$ cat config.mk
export PLATFORM = sky130hd
export DESIGN_NAME = arcade_glue
export DESIGN_NICKNAME = d
export VERILOG_FILES = /design/src/logic/glue_pkg.sv /design/src/logic/key_decode.sv /design/src/logic/control_map.sv /design/src/logic/rom_loader.sv /design/src/logic/video_out.sv /design/src/logic/arcade_glue.sv
export VERILOG_INCLUDE_DIRS = /design/src /design/src/logic
export SDC_FILE = /design/constraint.sdc
export NUM_CORES = 1
export LEC_CHECK = 0
export ABC_AREA = 1
export BUFFER_PORTS_ARGS = -buffer_cell sky130_fd_sc_hd__buf_4
export CAP_MARGIN = 20
export CELL_PAD_IN_SITES_DETAIL_PLACEMENT = 0
export CELL_PAD_IN_SITES_GLOBAL_PLACEMENT = 1
export CORE_MARGIN = 1.5
export CORE_UTILIZATION = 21
export CTS_CLUSTER_DIAMETER = 100
export DETAILED_ROUTE_END_ITERATION = 8
export PLACE_DENSITY_LB_ADDON = 0.1
export SKIP_CTS_REPAIR_TIMING = 1
export SLEW_MARGIN = 40
export SYNTH_ARGS = -nofsm -noshare
export SYNTH_HDL_FRONTEND = slang
export SYNTH_SLANG_ARGS = --single-unit
$ cat constraint.sdc
create_clock -name clock_48 -period 1.2 [get_ports clock_48]
set_input_delay 0.06 -clock clock_48 [delete_from_list [all_inputs] [get_ports clock_48]]
set_output_delay 0.06 -clock clock_48 [all_outputs]
set_load 0.01 [all_outputs]
$ cat src/logic/glue_defs.svh
`ifndef GLUE_DEFS_SVH
`define GLUE_DEFS_SVH

// port widths
`define GLUE_ROM_AW 15 // core side rom address
`define GLUE_IOCTL_AW 25 // download address
`define GLUE_COLOR_W 3 // per channel, after widening

// PS/2 set 2 scan codes
`define KEY_UP 8'h75
`define KEY_DOWN 8'h72
`define KEY_LEFT 8'h6B
`define KEY_RIGHT 8'h74
`define KEY_COIN 8'h76 // esc
`define KEY_START1 8'h05 // f1
`define KEY_START2 8'h06 // f2
`define KEY_FIRE1 8'h29 // space
`define KEY_FIRE2 8'h11 // alt
`define KEY_FIRE3 8'h14 // ctrl

`endif

$ cat src/logic/glue_pkg.sv
`default_nettype none

package glue_pkg;

	// menu status word from the user io block
	typedef struct packed {
		logic [24:0] spare_hi;
		logic reset_trigger; // T6 menu entry
		logic spare_5;
		logic [1:0] scanlines; // O34
		logic rotate; // O2
		logic spare_1;
		logic reset_menu;
	} status_fields_t;

	typedef union packed {
		logic [31:0] raw;
		status_fields_t fields;
	} status_u;

endpackage

`default_nettype wire

$ cat src/logic/key_decode.sv
`timescale 1ns/100ps
`default_nettype none

`include "glue_defs.svh"

module key_decode (
	input wire logic clock_48,
	input wire logic rst,
	input wire logic key_strobe,
	input wire logic key_pressed,
	input wire logic [7:0] key_code,
	output logic kb_up,
	output logic kb_down,
	output logic kb_left,
	output logic kb_right,
	output logic kb_coin,
	output logic kb_start1,
	output logic kb_start2,
	output logic kb_fire1,
	output logic kb_fire2,
	output logic kb_fire3
);

	logic strobe_q;
	logic key_event;

	assign key_event = key_strobe ^ strobe_q; // strobe toggles once per key event

	// tracks the strobe in reset too, so no false event on release
	always_ff @(posedge clock_48) begin
		strobe_q <= key_strobe;
	end

	always_ff @(posedge clock_48) begin
		if (rst) begin
			kb_up <= 1'b0;
			kb_down <= 1'b0;
			kb_left <= 1'b0;
			kb_right <= 1'b0;
			kb_coin <= 1'b0;
			kb_start1 <= 1'b0;
			kb_start2 <= 1'b0;
			kb_fire1 <= 1'b0;
			kb_fire2 <= 1'b0;
			kb_fire3 <= 1'b0;
		end else if (key_event) begin
			case (key_code)
				`KEY_UP: kb_up <= key_pressed;
				`KEY_DOWN: kb_down <= key_pressed;
				`KEY_LEFT: kb_left <= key_pressed;
				`KEY_RIGHT: kb_right <= key_pressed;
				`KEY_COIN: kb_coin <= key_pressed;
				`KEY_START1: kb_start1 <= key_pressed;
				`KEY_START2: kb_start2 <= key_pressed;
				`KEY_FIRE1: kb_fire1 <= key_pressed;
				`KEY_FIRE2: kb_fire2 <= key_pressed;
				`KEY_FIRE3: kb_fire3 <= key_pressed;
				default: ; // other keys ignored
			endcase
		end
	end

endmodule

`default_nettype wire

$ cat src/logic/control_map.sv
`timescale 1ns/100ps
`default_nettype none

module control_map import glue_pkg::*; (
	input wire logic clock_48,
	input wire logic rst,
	input wire logic kb_up,
	input wire logic kb_down,
	input wire logic kb_left,
	input wire logic kb_right,
	input wire logic kb_coin,
	input wire logic kb_start1,
	input wire logic kb_start2,
	input wire logic kb_fire1,
	input wire logic kb_fire2,
	input wire logic kb_fire3,
	input wire logic [7:0] joystick_0,
	input wire logic [7:0] joystick_1,
	input wire status_u status,
	output logic p1_up,
	output logic p1_down,
	output logic p1_left,
	output logic p1_right,
	output logic p1_fire,
	output logic p1_bomb,
	output logic p2_up,
	output logic p2_down,
	output logic p2_left,
	output logic p2_right,
	output logic p2_fire,
	output logic p2_bomb,
	output logic start1,
	output logic start2,
	output logic coin
);

	logic rot;
	logic [3:0] dir1; // {up, down, left, right}
	logic [3:0] dir2;

	// ctrl is decoded but this game has only two buttons per player
	assign rot = status.fields.rotate;
	assign dir1 = {kb_up | joystick_0[3], kb_down | joystick_0[2],
		kb_left | joystick_0[1], kb_right | joystick_0[0]};
	assign dir2 = {joystick_1[3], joystick_1[2], joystick_1[1], joystick_1[0]};

	always_ff @(posedge clock_48) begin
		if (rst) begin
			{p1_up, p1_down, p1_left, p1_right, p1_fire, p1_bomb} <= 6'b0;
			{p2_up, p2_down, p2_left, p2_right, p2_fire, p2_bomb} <= 6'b0;
			{start1, start2, coin} <= 3'b0;
		end else begin
			// rotate clear means the cabinet screen is turned
			p1_up <= rot ? dir1[3] : dir1[1];
			p1_down <= rot ? dir1[2] : dir1[0];
			p1_left <= rot ? dir1[1] : dir1[2];
			p1_right <= rot ? dir1[0] : dir1[3];
			p1_fire <= kb_fire1 | joystick_0[4];
			p1_bomb <= kb_fire2 | joystick_0[5];
			p2_up <= rot ? dir2[3] : dir2[1];
			p2_down <= rot ? dir2[2] : dir2[0];
			p2_left <= rot ? dir2[1] : dir2[2];
			p2_right <= rot ? dir2[0] : dir2[3];
			p2_fire <= joystick_1[4];
			p2_bomb <= joystick_1[5];
			start1 <= kb_start1;
			start2 <= kb_start2;
			coin <= kb_coin;
		end
	end

endmodule

`default_nettype wire

$ cat src/logic/rom_loader.sv
`timescale 1ns/100ps
`default_nettype none

`include "glue_defs.svh"

module rom_loader import glue_pkg::*; (
	input wire logic clock_48,
	input wire logic rst,
	input wire logic ioctl_download,
	input wire logic ioctl_wr,
	input wire logic [`GLUE_IOCTL_AW-1:0] ioctl_addr,
	input wire logic [7:0] ioctl_dout,
	input wire logic [`GLUE_ROM_AW-1:0] core_rom_addr,
	input wire logic [1:0] buttons,
	input wire status_u status,
	output logic [`GLUE_IOCTL_AW-1:0] rom_addr,
	output logic [15:0] rom_din,
	output logic rom_we,
	output logic rom_rd,
	output logic core_reset
);

	localparam int PAD_W = `GLUE_IOCTL_AW - `GLUE_ROM_AW;

	logic download_q;
	logic download_fall;
	logic rom_loaded;

	// downloader owns the port while ioctl_download is high
	assign rom_addr = ioctl_download ? ioctl_addr : {{PAD_W{1'b0}}, core_rom_addr};
	assign rom_din = {ioctl_dout, ioctl_dout}; // byte lands in both halves
	assign rom_we = ioctl_download & ioctl_wr;
	assign rom_rd = ~ioctl_download;

	always_ff @(posedge clock_48) begin
		if (rst) begin
			download_q <= 1'b0;
			download_fall <= 1'b0;
			rom_loaded <= 1'b0;
			core_reset <= 1'b1;
		end else begin
			download_q <= ioctl_download;
			download_fall <= download_q & ~ioctl_download; // registered falling edge
			if (download_fall)
				rom_loaded <= 1'b1; // sticky until system reset
			core_reset <= status.fields.reset_menu | buttons[1]
				| status.fields.reset_trigger | ~rom_loaded;
		end
	end

endmodule

`default_nettype wire

$ cat src/logic/video_out.sv
`timescale 1ns/100ps
`default_nettype none

`include "glue_defs.svh"

module video_out (
	input wire logic clock_48,
	input wire logic rst,
	input wire logic [`GLUE_COLOR_W-1:0] red,
	input wire logic [`GLUE_COLOR_W-1:0] green,
	input wire logic [`GLUE_COLOR_W-2:0] blue,
	input wire logic hblank,
	input wire logic vblank,
	input wire logic hsync,
	input wire logic vsync,
	output logic [`GLUE_COLOR_W-1:0] vid_r,
	output logic [`GLUE_COLOR_W-1:0] vid_g,
	output logic [`GLUE_COLOR_W-1:0] vid_b,
	output logic vid_hs,
	output logic vid_vs
);

	logic blank;
	logic [`GLUE_COLOR_W-1:0] blue_wide;

	assign blank = hblank | vblank;
	assign blue_wide = {blue, blue[0]}; // repeat lsb to reach full scale

	always_ff @(posedge clock_48) begin
		if (rst) begin
			vid_r <= '0;
			vid_g <= '0;
			vid_b <= '0;
			vid_hs <= 1'b0;
			vid_vs <= 1'b0;
		end else begin
			vid_r <= blank ? '0 : red;
			vid_g <= blank ? '0 : green;
			vid_b <= blank ? '0 : blue_wide;
			vid_hs <= hsync; // same stage as colors
			vid_vs <= vsync;
		end
	end

endmodule

`default_nettype wire

$ cat src/logic/arcade_glue.sv
`timescale 1ns/100ps
`default_nettype none

`include "glue_defs.svh"

module arcade_glue import glue_pkg::*; (
	input wire logic clock_48,
	input wire logic rst,
	// user io
	input wire logic key_strobe,
	input wire logic key_pressed,
	input wire logic [7:0] key_code,
	input wire logic [7:0] joystick_0,
	input wire logic [7:0] joystick_1,
	input wire status_u status,
	input wire logic [1:0] buttons,
	// data io
	input wire logic ioctl_download,
	input wire logic ioctl_wr,
	input wire logic [`GLUE_IOCTL_AW-1:0] ioctl_addr,
	input wire logic [7:0] ioctl_dout,
	// game core
	input wire logic [`GLUE_ROM_AW-1:0] core_rom_addr,
	input wire logic [`GLUE_COLOR_W-1:0] red,
	input wire logic [`GLUE_COLOR_W-1:0] green,
	input wire logic [`GLUE_COLOR_W-2:0] blue,
	input wire logic hblank,
	input wire logic vblank,
	input wire logic hsync,
	input wire logic vsync,
	output logic p1_up,
	output logic p1_down,
	output logic p1_left,
	output logic p1_right,
	output logic p1_fire,
	output logic p1_bomb,
	output logic p2_up,
	output logic p2_down,
	output logic p2_left,
	output logic p2_right,
	output logic p2_fire,
	output logic p2_bomb,
	output logic start1,
	output logic start2,
	output logic coin,
	output logic core_reset,
	// sdram rom port
	output logic [`GLUE_IOCTL_AW-1:0] rom_addr,
	output logic [15:0] rom_din,
	output logic rom_we,
	output logic rom_rd,
	// to scandoubler
	output logic [`GLUE_COLOR_W-1:0] vid_r,
	output logic [`GLUE_COLOR_W-1:0] vid_g,
	output logic [`GLUE_COLOR_W-1:0] vid_b,
	output logic vid_hs,
	output logic vid_vs
);

	logic kb_up;
	logic kb_down;
	logic kb_left;
	logic kb_right;
	logic kb_coin;
	logic kb_start1;
	logic kb_start2;
	logic kb_fire1;
	logic kb_fire2;
	logic kb_fire3;

	key_decode key_decode0 (
		.clock_48(clock_48),
		.rst(rst),
		.key_strobe(key_strobe),
		.key_pressed(key_pressed),
		.key_code(key_code),
		.kb_up(kb_up),
		.kb_down(kb_down),
		.kb_left(kb_left),
		.kb_right(kb_right),
		.kb_coin(kb_coin),
		.kb_start1(kb_start1),
		.kb_start2(kb_start2),
		.kb_fire1(kb_fire1),
		.kb_fire2(kb_fire2),
		.kb_fire3(kb_fire3)
	);

	control_map control_map0 (
		.clock_48(clock_48),
		.rst(rst),
		.kb_up(kb_up),
		.kb_down(kb_down),
		.kb_left(kb_left),
		.kb_right(kb_right),
		.kb_coin(kb_coin),
		.kb_start1(kb_start1),
		.kb_start2(kb_start2),
		.kb_fire1(kb_fire1),
		.kb_fire2(kb_fire2),
		.kb_fire3(kb_fire3),
		.joystick_0(joystick_0),
		.joystick_1(joystick_1),
		.status(status),
		.p1_up(p1_up),
		.p1_down(p1_down),
		.p1_left(p1_left),
		.p1_right(p1_right),
		.p1_fire(p1_fire),
		.p1_bomb(p1_bomb),
		.p2_up(p2_up),
		.p2_down(p2_down),
		.p2_left(p2_left),
		.p2_right(p2_right),
		.p2_fire(p2_fire),
		.p2_bomb(p2_bomb),
		.start1(start1),
		.start2(start2),
		.coin(coin)
	);

	rom_loader rom_loader0 (
		.clock_48(clock_48),
		.rst(rst),
		.ioctl_download(ioctl_download),
		.ioctl_wr(ioctl_wr),
		.ioctl_addr(ioctl_addr),
		.ioctl_dout(ioctl_dout),
		.core_rom_addr(core_rom_addr),
		.buttons(buttons),
		.status(status),
		.rom_addr(rom_addr),
		.rom_din(rom_din),
		.rom_we(rom_we),
		.rom_rd(rom_rd),
		.core_reset(core_reset)
	);

	video_out video_out0 (
		.clock_48(clock_48),
		.rst(rst),
		.red(red),
		.green(green),
		.blue(blue),
		.hblank(hblank),
		.vblank(vblank),
		.hsync(hsync),
		.vsync(vsync),
		.vid_r(vid_r),
		.vid_g(vid_g),
		.vid_b(vid_b),
		.vid_hs(vid_hs),
		.vid_vs(vid_vs)
	);

endmodule

`default_nettype wire

==> results of run 1 <==
## kinds of logic (layout without fill, tap and decap cells)
family | count (synthesis) | in the layout
AOI/OAI and AO/OA | 9 | 9
buffers and inverters | 75 | 211
DFF | 39 | 39
and+or+nand+nor | 185 | 185
## cells in the mapped netlist
library cell / count
clkbuf_2: 1
buf_2: 3
o21ai_0: 8
nand2_1: 94
nand3_1: 14
buf_4: 19
dfxtp_1: 39
or2_2: 4
nor2_2: 1
nor2_4: 2
a21oi_1: 1
inv_1: 48
inv_2: 3
clkbuf_1: 1
nand2_2: 2
nor2_1: 67
nor3_1: 1
## metrics by stage
step	total power, mW	cell area [µm²]	util (%)
2_1_floorplan	1.682	1929	-
3_3_place_gp	2.029	2927	33.23
3_5_place_dp	2.030	2927	33.23
4_1_cts	3.163	3044	34.57
5_1_grt	3.327	3194	36.27
6_report	3.144	3194	36.27
## tightest hold or removal path, stage by stage
cell,delay (ps)
buf_4,70
nor3_1,50
nand3_1,60
## worst max-delay path by stage
stage                                                   end  slack, ps  cells past startpoint
after floorplan            key_decode0.kb_coin$_SDFFE_PP0P_        330                      7
after global placement    key_decode0.kb_fire2$_SDFFE_PP0P_        210                      7
after detailed placement  key_decode0.kb_fire2$_SDFFE_PP0P_        200                      7
after CTS                 key_decode0.kb_fire2$_SDFFE_PP0P_        190                      7
after global routing       key_decode0.kb_coin$_SDFFE_PP0P_         50                      7
final                      key_decode0.kb_left$_SDFFE_PP0P_        180                      7
## power groups by stage
stage	logic, mW	clock network, mW	registers, mW
6_report	0.680	1.12	1.35
4_1_cts	0.652	1.16	1.35
3_3_place_gp	0.649	0	1.38
3_5_place_dp	0.650	0	1.38
5_1_grt	0.750	1.22	1.35
2_1_floorplan	0.282	0	1.40
## layout make-up
class                           count  area share (%)
Timing Repair Buffer              152           36.90
Multi-Input combinational cell    194           24.76
Sequential cell                    39           24.44
Inverter                           51           5.993
Tap cell                          108           4.230
Clock buffer                        6           2.585
Clock inverter                      2           1.097
## per-layer routing
layer | vias to the layer above | share of wire (%) | GRT usage (%)
met5 | - | 0 | 0
met4 | 0 | 1.1 | 3.626
met3 | 5 | 10 | 4.326
met2 | 91 | 49 | 19.68
met1 | 868 | 40 | 12.19
li1 | 1143 | - | -
==> flow_summary.toml, run 1 <==
[floorplan]
die_y_um = 98.85
core_area_um2 = 8806
floorplan.rows = 34
floorplan.die_area_um2 = 9771
start_util_pct = 21.91
number_of_top_level_design_ports = 194
die_width_um = 98.85

[setup_path]
setup.worst_path.class = "flop to flop"
regToRegStartpoint = "key_decode0.strobe_q$_DFF_P_"
timing.rr.end = "key_decode0.kb_left$_SDFFE_PP0P_"
slowest_stage = "dfxtp_1"
crit_top_cell = "nand2_1"
r2r.worst_path.cells = 7
cp-startpoint = "key_decode0.strobe_q$_DFF_P_"
timing.critical_path.from_type = "flop"
critPathBufInv = 1
cp_data_required_time_ps = 1430
worst_ep_arrival_time_ps = 1250
critical-path-top-delay-family = "simple AND/OR/NAND/NOR gates"
cp-end-kind = "flop"
cp_cell_sequence = "inv_2 > nand2_1 > nand2_2 > nand3_1 > nand2_1 > nand2_1 > nor2_1"
reg2reg_setup_slack_ps = 180
worst_path_largest_cell_delay_ps = 330
critical_path_peak_fanout = 8

[clock_network]
cts_tree = "built"
clk_pin_slew_ps = 80
number_of_levels_in_the_clock_h_tree = 2
clock_sinks = 39
clk_lat_worst_skew_ps = 280
root_buffer = "clkbuf_8"
clockBufferDepth = 2
cts_buffers = 5

[place]
pre_cts_slack_ps = 200.6
dp_cells = 529
portBuffers = 135
routabilityCongestion = 0.7498
hpwl_um = 4520

[synth]
synthDominantAreaCellType = "dfxtp_1"
synth.ff_latch_count = 39
post_synth_and_or_nand_nor_area_fraction_pct = 38.65
post_synthesis_area_per_instance_um2 = 6.264
compound_cell_area_share_of_the_yosys_netlist_pct = 2.335
netlist_instances = 308
synth-xor-area-share_pct = 0
yosys_warnings = 0
synth.area.mux_share_pct = 0
synth.lib_cells_used.distinct = 17
synth_top_family_by_area = "simple AND/OR/NAND/NOR gates"
largest_cells_by_area_after_synthesis = "dfxtp_1 40%, nand2_1 18%, nor2_1 13%"
synth.net_count = 432
area_of_the_mapped_netlist_um2 = 1929
synth-seq-area-share_pct = 40.47
synth_top_area_share_pct = 40.47
synthAdderAreaFrac_pct = 0

[pwr]
max-vdd-ir-drop_mv = 0.4071
swShare_pct = 23.85
comb_power_share_pct = 21.6
power-per-cell-area_nw_per_um2 = 984.4
power_switching_uw = 749.9
pwr-share-clk_pct = 35.5
share_seq_of_total_power_pct = 42.9
power_report.internal_total_mw = 2.395
total_leakage_power_nw = 1.815

[min_path]
worst_hold_path.num_cells = 3
min-delay-start = "buttons[1]"
worst_hold_path_type = "primary input to flop"
holdPathEnd = "rom_loader0.core_reset$_SDFF_PP1_"

[final_layout]
nFillCells = 979
final-seq-area_um2 = 780.7
p_r_area_growth_vs_syn_pct = 65.56
drive_gt1_share_pct = 35.36
layout.cells.most_common = "buf_4"
reg_top3 = "video_out0.vid_g (3), video_out0.vid_r (3), video_out0.vid_b (2)"
fin_nets = 567
multiInputGateArea_um2 = 790.8
layout_common_cells = "137 x buf_4, 94 x nand2_1, 67 x nor2_1"
post_layout_nonfiller_instances = 552
n_antenna_cell = 0

[global_route]
grt_overflow = 0
grt_antenna_before_repair = 0
grt_util_all_layers_pct = 11.13
vias_in_the_first_global_route = 1968
largest_net_degree_at_the_start_of_global_routing = 18
grt_pass1_wl_um = 8714

[timing]
grt_setup_unrepaired = "false"
setup_tns_ps = 0
timing.final.ws_setup_ps = 175.8
maxSlewViolCount = 0
final.setup_skew_ps = 4.887
period_needed_ps = 1024
measured_slew_at_the_worst_slew_check_pin_ps = 285.3
fmax_ghz = 0.9763
post-route-period-util_pct = 85.35
slew_headroom_pct = 80.95
setup_viol = 0
timing_hold_violations_final = 2
whs_ps = -11.47

[route]
antenna_left = 0
dr_total_vias = 2107
wl_per_cell_um = 10.16
drt_first_pass_iters = 8
wire_length_after_detailed_routing_um = 5607
avgViaCountPerCell = 3.817
route.detailed.drc = 10
drt_first_iter_violations = 52

[job]
maxCapViolations = 0

[status]
outcome = "finished with violations"
violations_in_the_final_reports = "DRC, hold timing"
No activity file was read; power rests on OpenSTA's default activity.
==> run 2, diff against run 1 <==
--- a/config.mk
+++ b/config.mk
@@ -12,7 +12,7 @@
 export CELL_PAD_IN_SITES_DETAIL_PLACEMENT = 0
 export CELL_PAD_IN_SITES_GLOBAL_PLACEMENT = 1
 export CORE_MARGIN = 1.5
-export CORE_UTILIZATION = 21
+export CORE_UTILIZATION = 23
 export CTS_CLUSTER_DIAMETER = 100
 export DETAILED_ROUTE_END_ITERATION = 8
 export PLACE_DENSITY_LB_ADDON = 0.1
@@ -20,4 +20,5 @@
 export SLEW_MARGIN = 40
 export SYNTH_ARGS = -nofsm -noshare
 export SYNTH_HDL_FRONTEND = slang
+export SYNTH_HIERARCHICAL = 1
 export SYNTH_SLANG_ARGS = --single-unit
==> run 2 against run 1 <==
  * The run ends with hold timing left
  * Wire length shrank 1.2%
  * Sequential share of layout area shrank 0.64 points
  * Sequential power is essentially flat
  * Design area grew 2.7%
  * Largest power group unchanged
==> flow_summary.toml, run 2 <==
[status]
outcome = "finished with violations"
violations_in_the_final_reports = "hold timing"

[clock_network]
clockBufferDepth = 2
clk_lat_worst_skew_ps = 290
root_buffer = "clkbuf_8"
cts_tree = "built"
clk_pin_slew_ps = 80
cts_buffers = 5
clock_sinks = 39
number_of_levels_in_the_clock_h_tree = 2

[final_layout]
p_r_area_growth_vs_syn_pct = 60.96
layout_common_cells = "136 x buf_4, 104 x nand2_1, 73 x nor2_1"
design_area_um2 = 3281
reg_top3 = "video_out0/vid_g (3), video_out0/vid_r (3), video_out0/vid_b (2)"
layout.cells.most_common = "buf_4"
drive_gt1_share_pct = 34.41
fin_nets = 588
n_antenna_cell = 0

[timing]
grt_setup_unrepaired = "false"
period_needed_ps = 1036
fmax_ghz = 0.9651
maxSlewViolCount = 0
timing_hold_violations_final = 4
measured_slew_at_the_worst_slew_check_pin_ps = 301.2
post-route-period-util_pct = 86.35
setup_tns_ps = 0
final.setup_skew_ps = 5.849
slew_headroom_pct = 79.92
whs_ps = -30.38
setup_viol = 0

[floorplan]
floorplan.rows = 34
number_of_top_level_design_ports = 194
start_util_pct = 23.60
floorplan.die_area_um2 = 9435
die_width_um = 97.14
die_y_um = 97.14
core_area_um2 = 8636

[route]
antenna_left = 0
wl_per_cell_um = 9.670
drt_first_pass_iters = 4
avgViaCountPerCell = 3.911
drt_first_iter_violations = 49
dr_total_vias = 2241
route.detailed.drc = 0
wire_length_after_detailed_routing_um = 5541

[synth]
area_of_the_mapped_netlist_um2 = 2038
synth.net_count = 452
netlist_instances = 328
post_synthesis_area_per_instance_um2 = 6.214
yosys_warnings = 6

[setup_path]
setup.worst_path.class = "flop to flop"
cp-end-kind = "flop"
regToRegStartpoint = "key_decode0/strobe_q$_DFF_P_"
critical_path_peak_fanout = 4
crit_top_cell = "nand2_1"
cp_cell_sequence = "inv_1 > nand2_1 > nand2_1 > nor2_2 > nand2_1 > nor2_1 > nor2_1"
worst_path_largest_cell_delay_ps = 350
reg2reg_setup_slack_ps = 160
slowest_stage = "dfxtp_1"
cp_data_required_time_ps = 1390
worst_ep_arrival_time_ps = 1230
timing.rr.end = "key_decode0/kb_left$_SDFFE_PP0P_"
r2r.worst_path.cells = 7
timing.critical_path.from_type = "flop"

[global_route]
grt_pass1_wl_um = 8949
grt_overflow = 0
largest_net_degree_at_the_start_of_global_routing = 28
grt_util_all_layers_pct = 11.64
vias_in_the_first_global_route = 2014
grt_antenna_before_repair = 0

[place]
routabilityCongestion = 0.7514
hpwl_um = 4397
portBuffers = 135
placed_cell_area_um2 = 3005

[job]
maxCapViolations = 0

[min_path]
min-delay-start = "hsync"
holdPathEnd = "video_out0/vid_hs$_SDFF_PP0_"
worst_hold_path_type = "primary input to flop"
worst_hold_path.num_cells = 3

[pwr]
power_mw = 3.138
total_leakage_power_nw = 1.847
power-per-cell-area_nw_per_um2 = 956.6
share_seq_of_total_power_pct = 43.0
max-vdd-ir-drop_mv = 0.4009
power_switching_uw = 792.3
comb_power_share_pct = 22.3
power_report.internal_total_mw = 2.346
swShare_pct = 25.25
pwr-share-clk_pct = 34.7
[run 2: cell types whose count changed in the layout (fill, tap and decap cells not counted), sizes merged, moves of 2 or more]
cell and delta:
inv +5, nand2 +12, clkinv +2, nor2 +9, or2 -4, nor3 +3
o21ai -4
[run 2: area by class of cell]
class                           count  area (µm²)
Inverter                           57       224.0
Tap cell                          108       135.1
Multi-Input combinational cell    209       847.1
Clock inverter                      3       43.79
Timing Repair Buffer              152        1181
Clock buffer                        5       68.82
Fill cell                         931        5355
Sequential cell                    39       780.7
[run 2: worst max-delay path: cells and delay by family (launching register included)]
family	cells	cell delay, ps
buffers and inverters	1	60
flip-flops	1	350
AND/OR/NAND/NOR	6	540
[run 2: power groups by stage]
stage / logic [mW] / clock network [mW] / registers, mW
after floorplan: 0.307 / 0 / 1.40
after global placement: 0.667 / 0 / 1.38
after detailed placement: 0.667 / 0 / 1.38
after CTS: 0.669 / 1.15 / 1.35
after global routing: 0.779 / 1.20 / 1.35
final: 0.700 / 1.09 / 1.35
[run 2: stage by stage]
step                      instances  hold WS [ps]  util (%)  setup slack, ps
after floorplan                 328         87.72         -            295.0
after global placement          549         120.1     34.80            134.8
after detailed placement        549         120.1     34.80            113.0
after CTS                       557        -112.3     36.11            106.4
after global routing            573        0.9729     37.99            5.693
final                           573        -30.38     37.99            163.9
[run 2: how the worst max path moves through the flow]
stage	start	end	slack, ps	cells past startpoint
final	key_decode0/strobe_q$_DFF_P_	key_decode0/kb_left$_SDFFE_PP0P_	160	7
after global routing	key_decode0/strobe_q$_DFF_P_	key_decode0/kb_fire1$_SDFFE_PP0P_	6	7
after CTS	key_decode0/strobe_q$_DFF_P_	key_decode0/kb_fire1$_SDFFE_PP0P_	110	7
after detailed placement	key_decode0/strobe_q$_DFF_P_	key_decode0/kb_left$_SDFFE_PP0P_	110	7
after global placement	key_decode0/strobe_q$_DFF_P_	key_decode0/kb_fire1$_SDFFE_PP0P_	130	7
after floorplan	key_decode0/strobe_q$_DFF_P_	key_decode0/kb_left$_SDFFE_PP0P_	300	7
[run 2: per-layer routing]
metal | track usage [%] | vias to the layer above | wire length [µm]
met2 | 19.74 | 95 | 2734
li1 | - | 1207 | -
met4 | 4.682 | 0 | 70
met1 | 13.82 | 934 | 2287
met3 | 3.309 | 5 | 449
met5 | 0 | - | 0
==> run 3, diff against run 2 <==
==> constraint.sdc (replaced) <==
create_clock -name clock_48 -period 1.2 [get_ports clock_48]
set_input_delay 0.12 -clock clock_48 [delete_from_list [all_inputs] [get_ports clock_48]]
set_output_delay 0.12 -clock clock_48 [all_outputs]
set_load 0.01 [all_outputs]
==> run 3 against run 2 <==
  * The run now ends clean
  * Combinational power down 5.7%
  * Register-to-register slack about the same
  * Sequential share of layout area up 1.1 points
  * Count of clock-buffer cells in the layout unchanged
  * First-iteration DRC count up 39%
  * Setup slack better by 14 ps
  * Total power down 1.1%
  * Die area unchanged
  * Non-clock buffer count down 15
  * Wire length down 3.2%
  * Clock skew about the same
  * Largest cell class unchanged
  * Largest power group unchanged
==> flow_summary.toml, run 3 (synthesis gave the netlist of run 2 again) <==
[status]
outcome = "finished clean"

[final_layout]
n_antenna_cell = 0
layout_common_cells = "136 x buf_4, 104 x nand2_1, 73 x nor2_1"
design_area_um2 = 3131
multiInputGateArea_um2 = 847.1
nFillCells = 932
drive_gt1_share_pct = 35.56
post_layout_nonfiller_instances = 558
layout.cells.most_common = "buf_4"
final-seq-area_um2 = 780.7
reg_top3 = "video_out0/vid_g (3), video_out0/vid_r (3), video_out0/vid_b (2)"
fin_nets = 573
p_r_area_growth_vs_syn_pct = 53.59

[clock_network]
clockBufferDepth = 2
root_buffer = "clkbuf_8"
clk_lat_worst_skew_ps = 290
cts_tree = "built"
clk_pin_slew_ps = 80
cts_buffers = 5
clock_sinks = 39
number_of_levels_in_the_clock_h_tree = 2

[place]
placed_cell_area_um2 = 3005
hpwl_um = 4373
routabilityCongestion = 0.7517
dp_cells = 549
portBuffers = 135

[route]
drt_first_pass_iters = 4
drt_first_iter_violations = 68
antenna_left = 0
avgViaCountPerCell = 3.901
wl_per_cell_um = 9.615
dr_total_vias = 2177
wire_length_after_detailed_routing_um = 5365
route.detailed.drc = 0

[timing]
fmax_ghz = 0.9781
timing_hold_violations_final = 0
grt_setup_unrepaired = "false"
measured_slew_at_the_worst_slew_check_pin_ps = 299.3
setup_viol = 0
whs_ps = 19.18
maxSlewViolCount = 0
period_needed_ps = 1022
post-route-period-util_pct = 85.20
slew_headroom_pct = 80.05
setup_tns_ps = 0
final.setup_skew_ps = 6.222

[setup_path]
worst_ep_arrival_time_ps = 1210
reg2reg_setup_slack_ps = 180
critical_path_peak_fanout = 4
cp_data_required_time_ps = 1390
cp-end-kind = "flop"
timing.rr.end = "key_decode0/kb_left$_SDFFE_PP0P_"
timing.critical_path.from_type = "flop"
regToRegStartpoint = "key_decode0/strobe_q$_DFF_P_"
r2r.worst_path.cells = 7
setup.worst_path.class = "flop to flop"

[floorplan]
number_of_top_level_design_ports = 194
floorplan.rows = 34
floorplan.die_area_um2 = 9435
die_width_um = 97.14
die_y_um = 97.14
core_area_um2 = 8636
start_util_pct = 23.60

[global_route]
largest_net_degree_at_the_start_of_global_routing = 28
grt_overflow = 0
vias_in_the_first_global_route = 2089
grt_pass1_wl_um = 8976
grt_antenna_before_repair = 0
grt_util_all_layers_pct = 11.55

[pwr]
total_leakage_power_nw = 1.784
power_switching_uw = 789.1
swShare_pct = 25.42
comb_power_share_pct = 21.3
max-vdd-ir-drop_mv = 0.4017
share_seq_of_total_power_pct = 43.4
power_mw = 3.104
power_report.internal_total_mw = 2.315
power-per-cell-area_nw_per_um2 = 991.4
pwr-share-clk_pct = 35.3

[min_path]
holdPathEnd = "rom_loader0/core_reset$_SDFF_PP1_"
min-delay-start = "buttons[1]"
worst_hold_path.num_cells = 3
worst_hold_path_type = "primary input to flop"

[job]
maxCapViolations = 0
==> run 3: cell count changes in the layout (fill, tap and decap cells not counted) <==
| cell | change |
|---|---|
| dlygate4sd3_1 | -15 |
==> run 3: worst max-delay path by stage <==
stage | startpoint | end | slack (ps) | depth (start not counted)
floorplan | key_decode0/strobe_q$_DFF_P_ | key_decode0/kb_left$_SDFFE_PP0P_ | 300 | 7
global route | key_decode0/strobe_q$_DFF_P_ | key_decode0/kb_left$_SDFFE_PP0P_ | 10 | 7
global placement | key_decode0/strobe_q$_DFF_P_ | key_decode0/kb_fire1$_SDFFE_PP0P_ | 130 | 7
CTS | key_decode0/strobe_q$_DFF_P_ | key_decode0/kb_left$_SDFFE_PP0P_ | 110 | 7
detailed placement | key_decode0/strobe_q$_DFF_P_ | key_decode0/kb_left$_SDFFE_PP0P_ | 120 | 7
finish | key_decode0/strobe_q$_DFF_P_ | key_decode0/kb_left$_SDFFE_PP0P_ | 180 | 7
==> run 3: critical path, cell delays in order (launching register included) <==
cell and delay [ps]:
dfxtp_1 350, inv_1 60, nand2_1 50, nand2_1 110
nor2_2 150, nand2_1 60, nor2_1 100, nor2_1 60
==> run 3: area by class of cell <==
cell class / instances / area share (%)
clock buffer: 5 / 2.198
sequential: 39 / 24.94
timing repair buffer: 137 / 32.93
tap: 108 / 4.317
multi-input combinational: 209 / 27.06
clock inverter: 3 / 1.399
inverter: 57 / 7.154
==> run 3: through the flow <==
step,setup WS [ps],util (%)
final,177.7,36.25
after global routing,13.72,36.25
after CTS,114.1,36.11
after detailed placement,118.3,34.80
after global placement,133.4,34.80
after floorplan,295.0,-
==> run 3: metal layers <==
layer  share of wire (%)  track usage (%)
met1                  41            12.80
met2                  49            20.76
met3                 9.2            4.245
met4                0.69            3.010
met5                   0                0
==> run 3: power by group through the flow <==
| stage | combinational, mW | clock [mW] | sequential [mW] |
|---|---|---|---|
| 2_1_floorplan | 0.307 | 0 | 1.40 |
| 4_1_cts | 0.669 | 1.15 | 1.35 |
| 3_5_place_dp | 0.667 | 0 | 1.38 |
| 6_report | 0.660 | 1.10 | 1.35 |
| 3_3_place_gp | 0.666 | 0 | 1.38 |
| 5_1_grt | 0.737 | 1.21 | 1.35 |
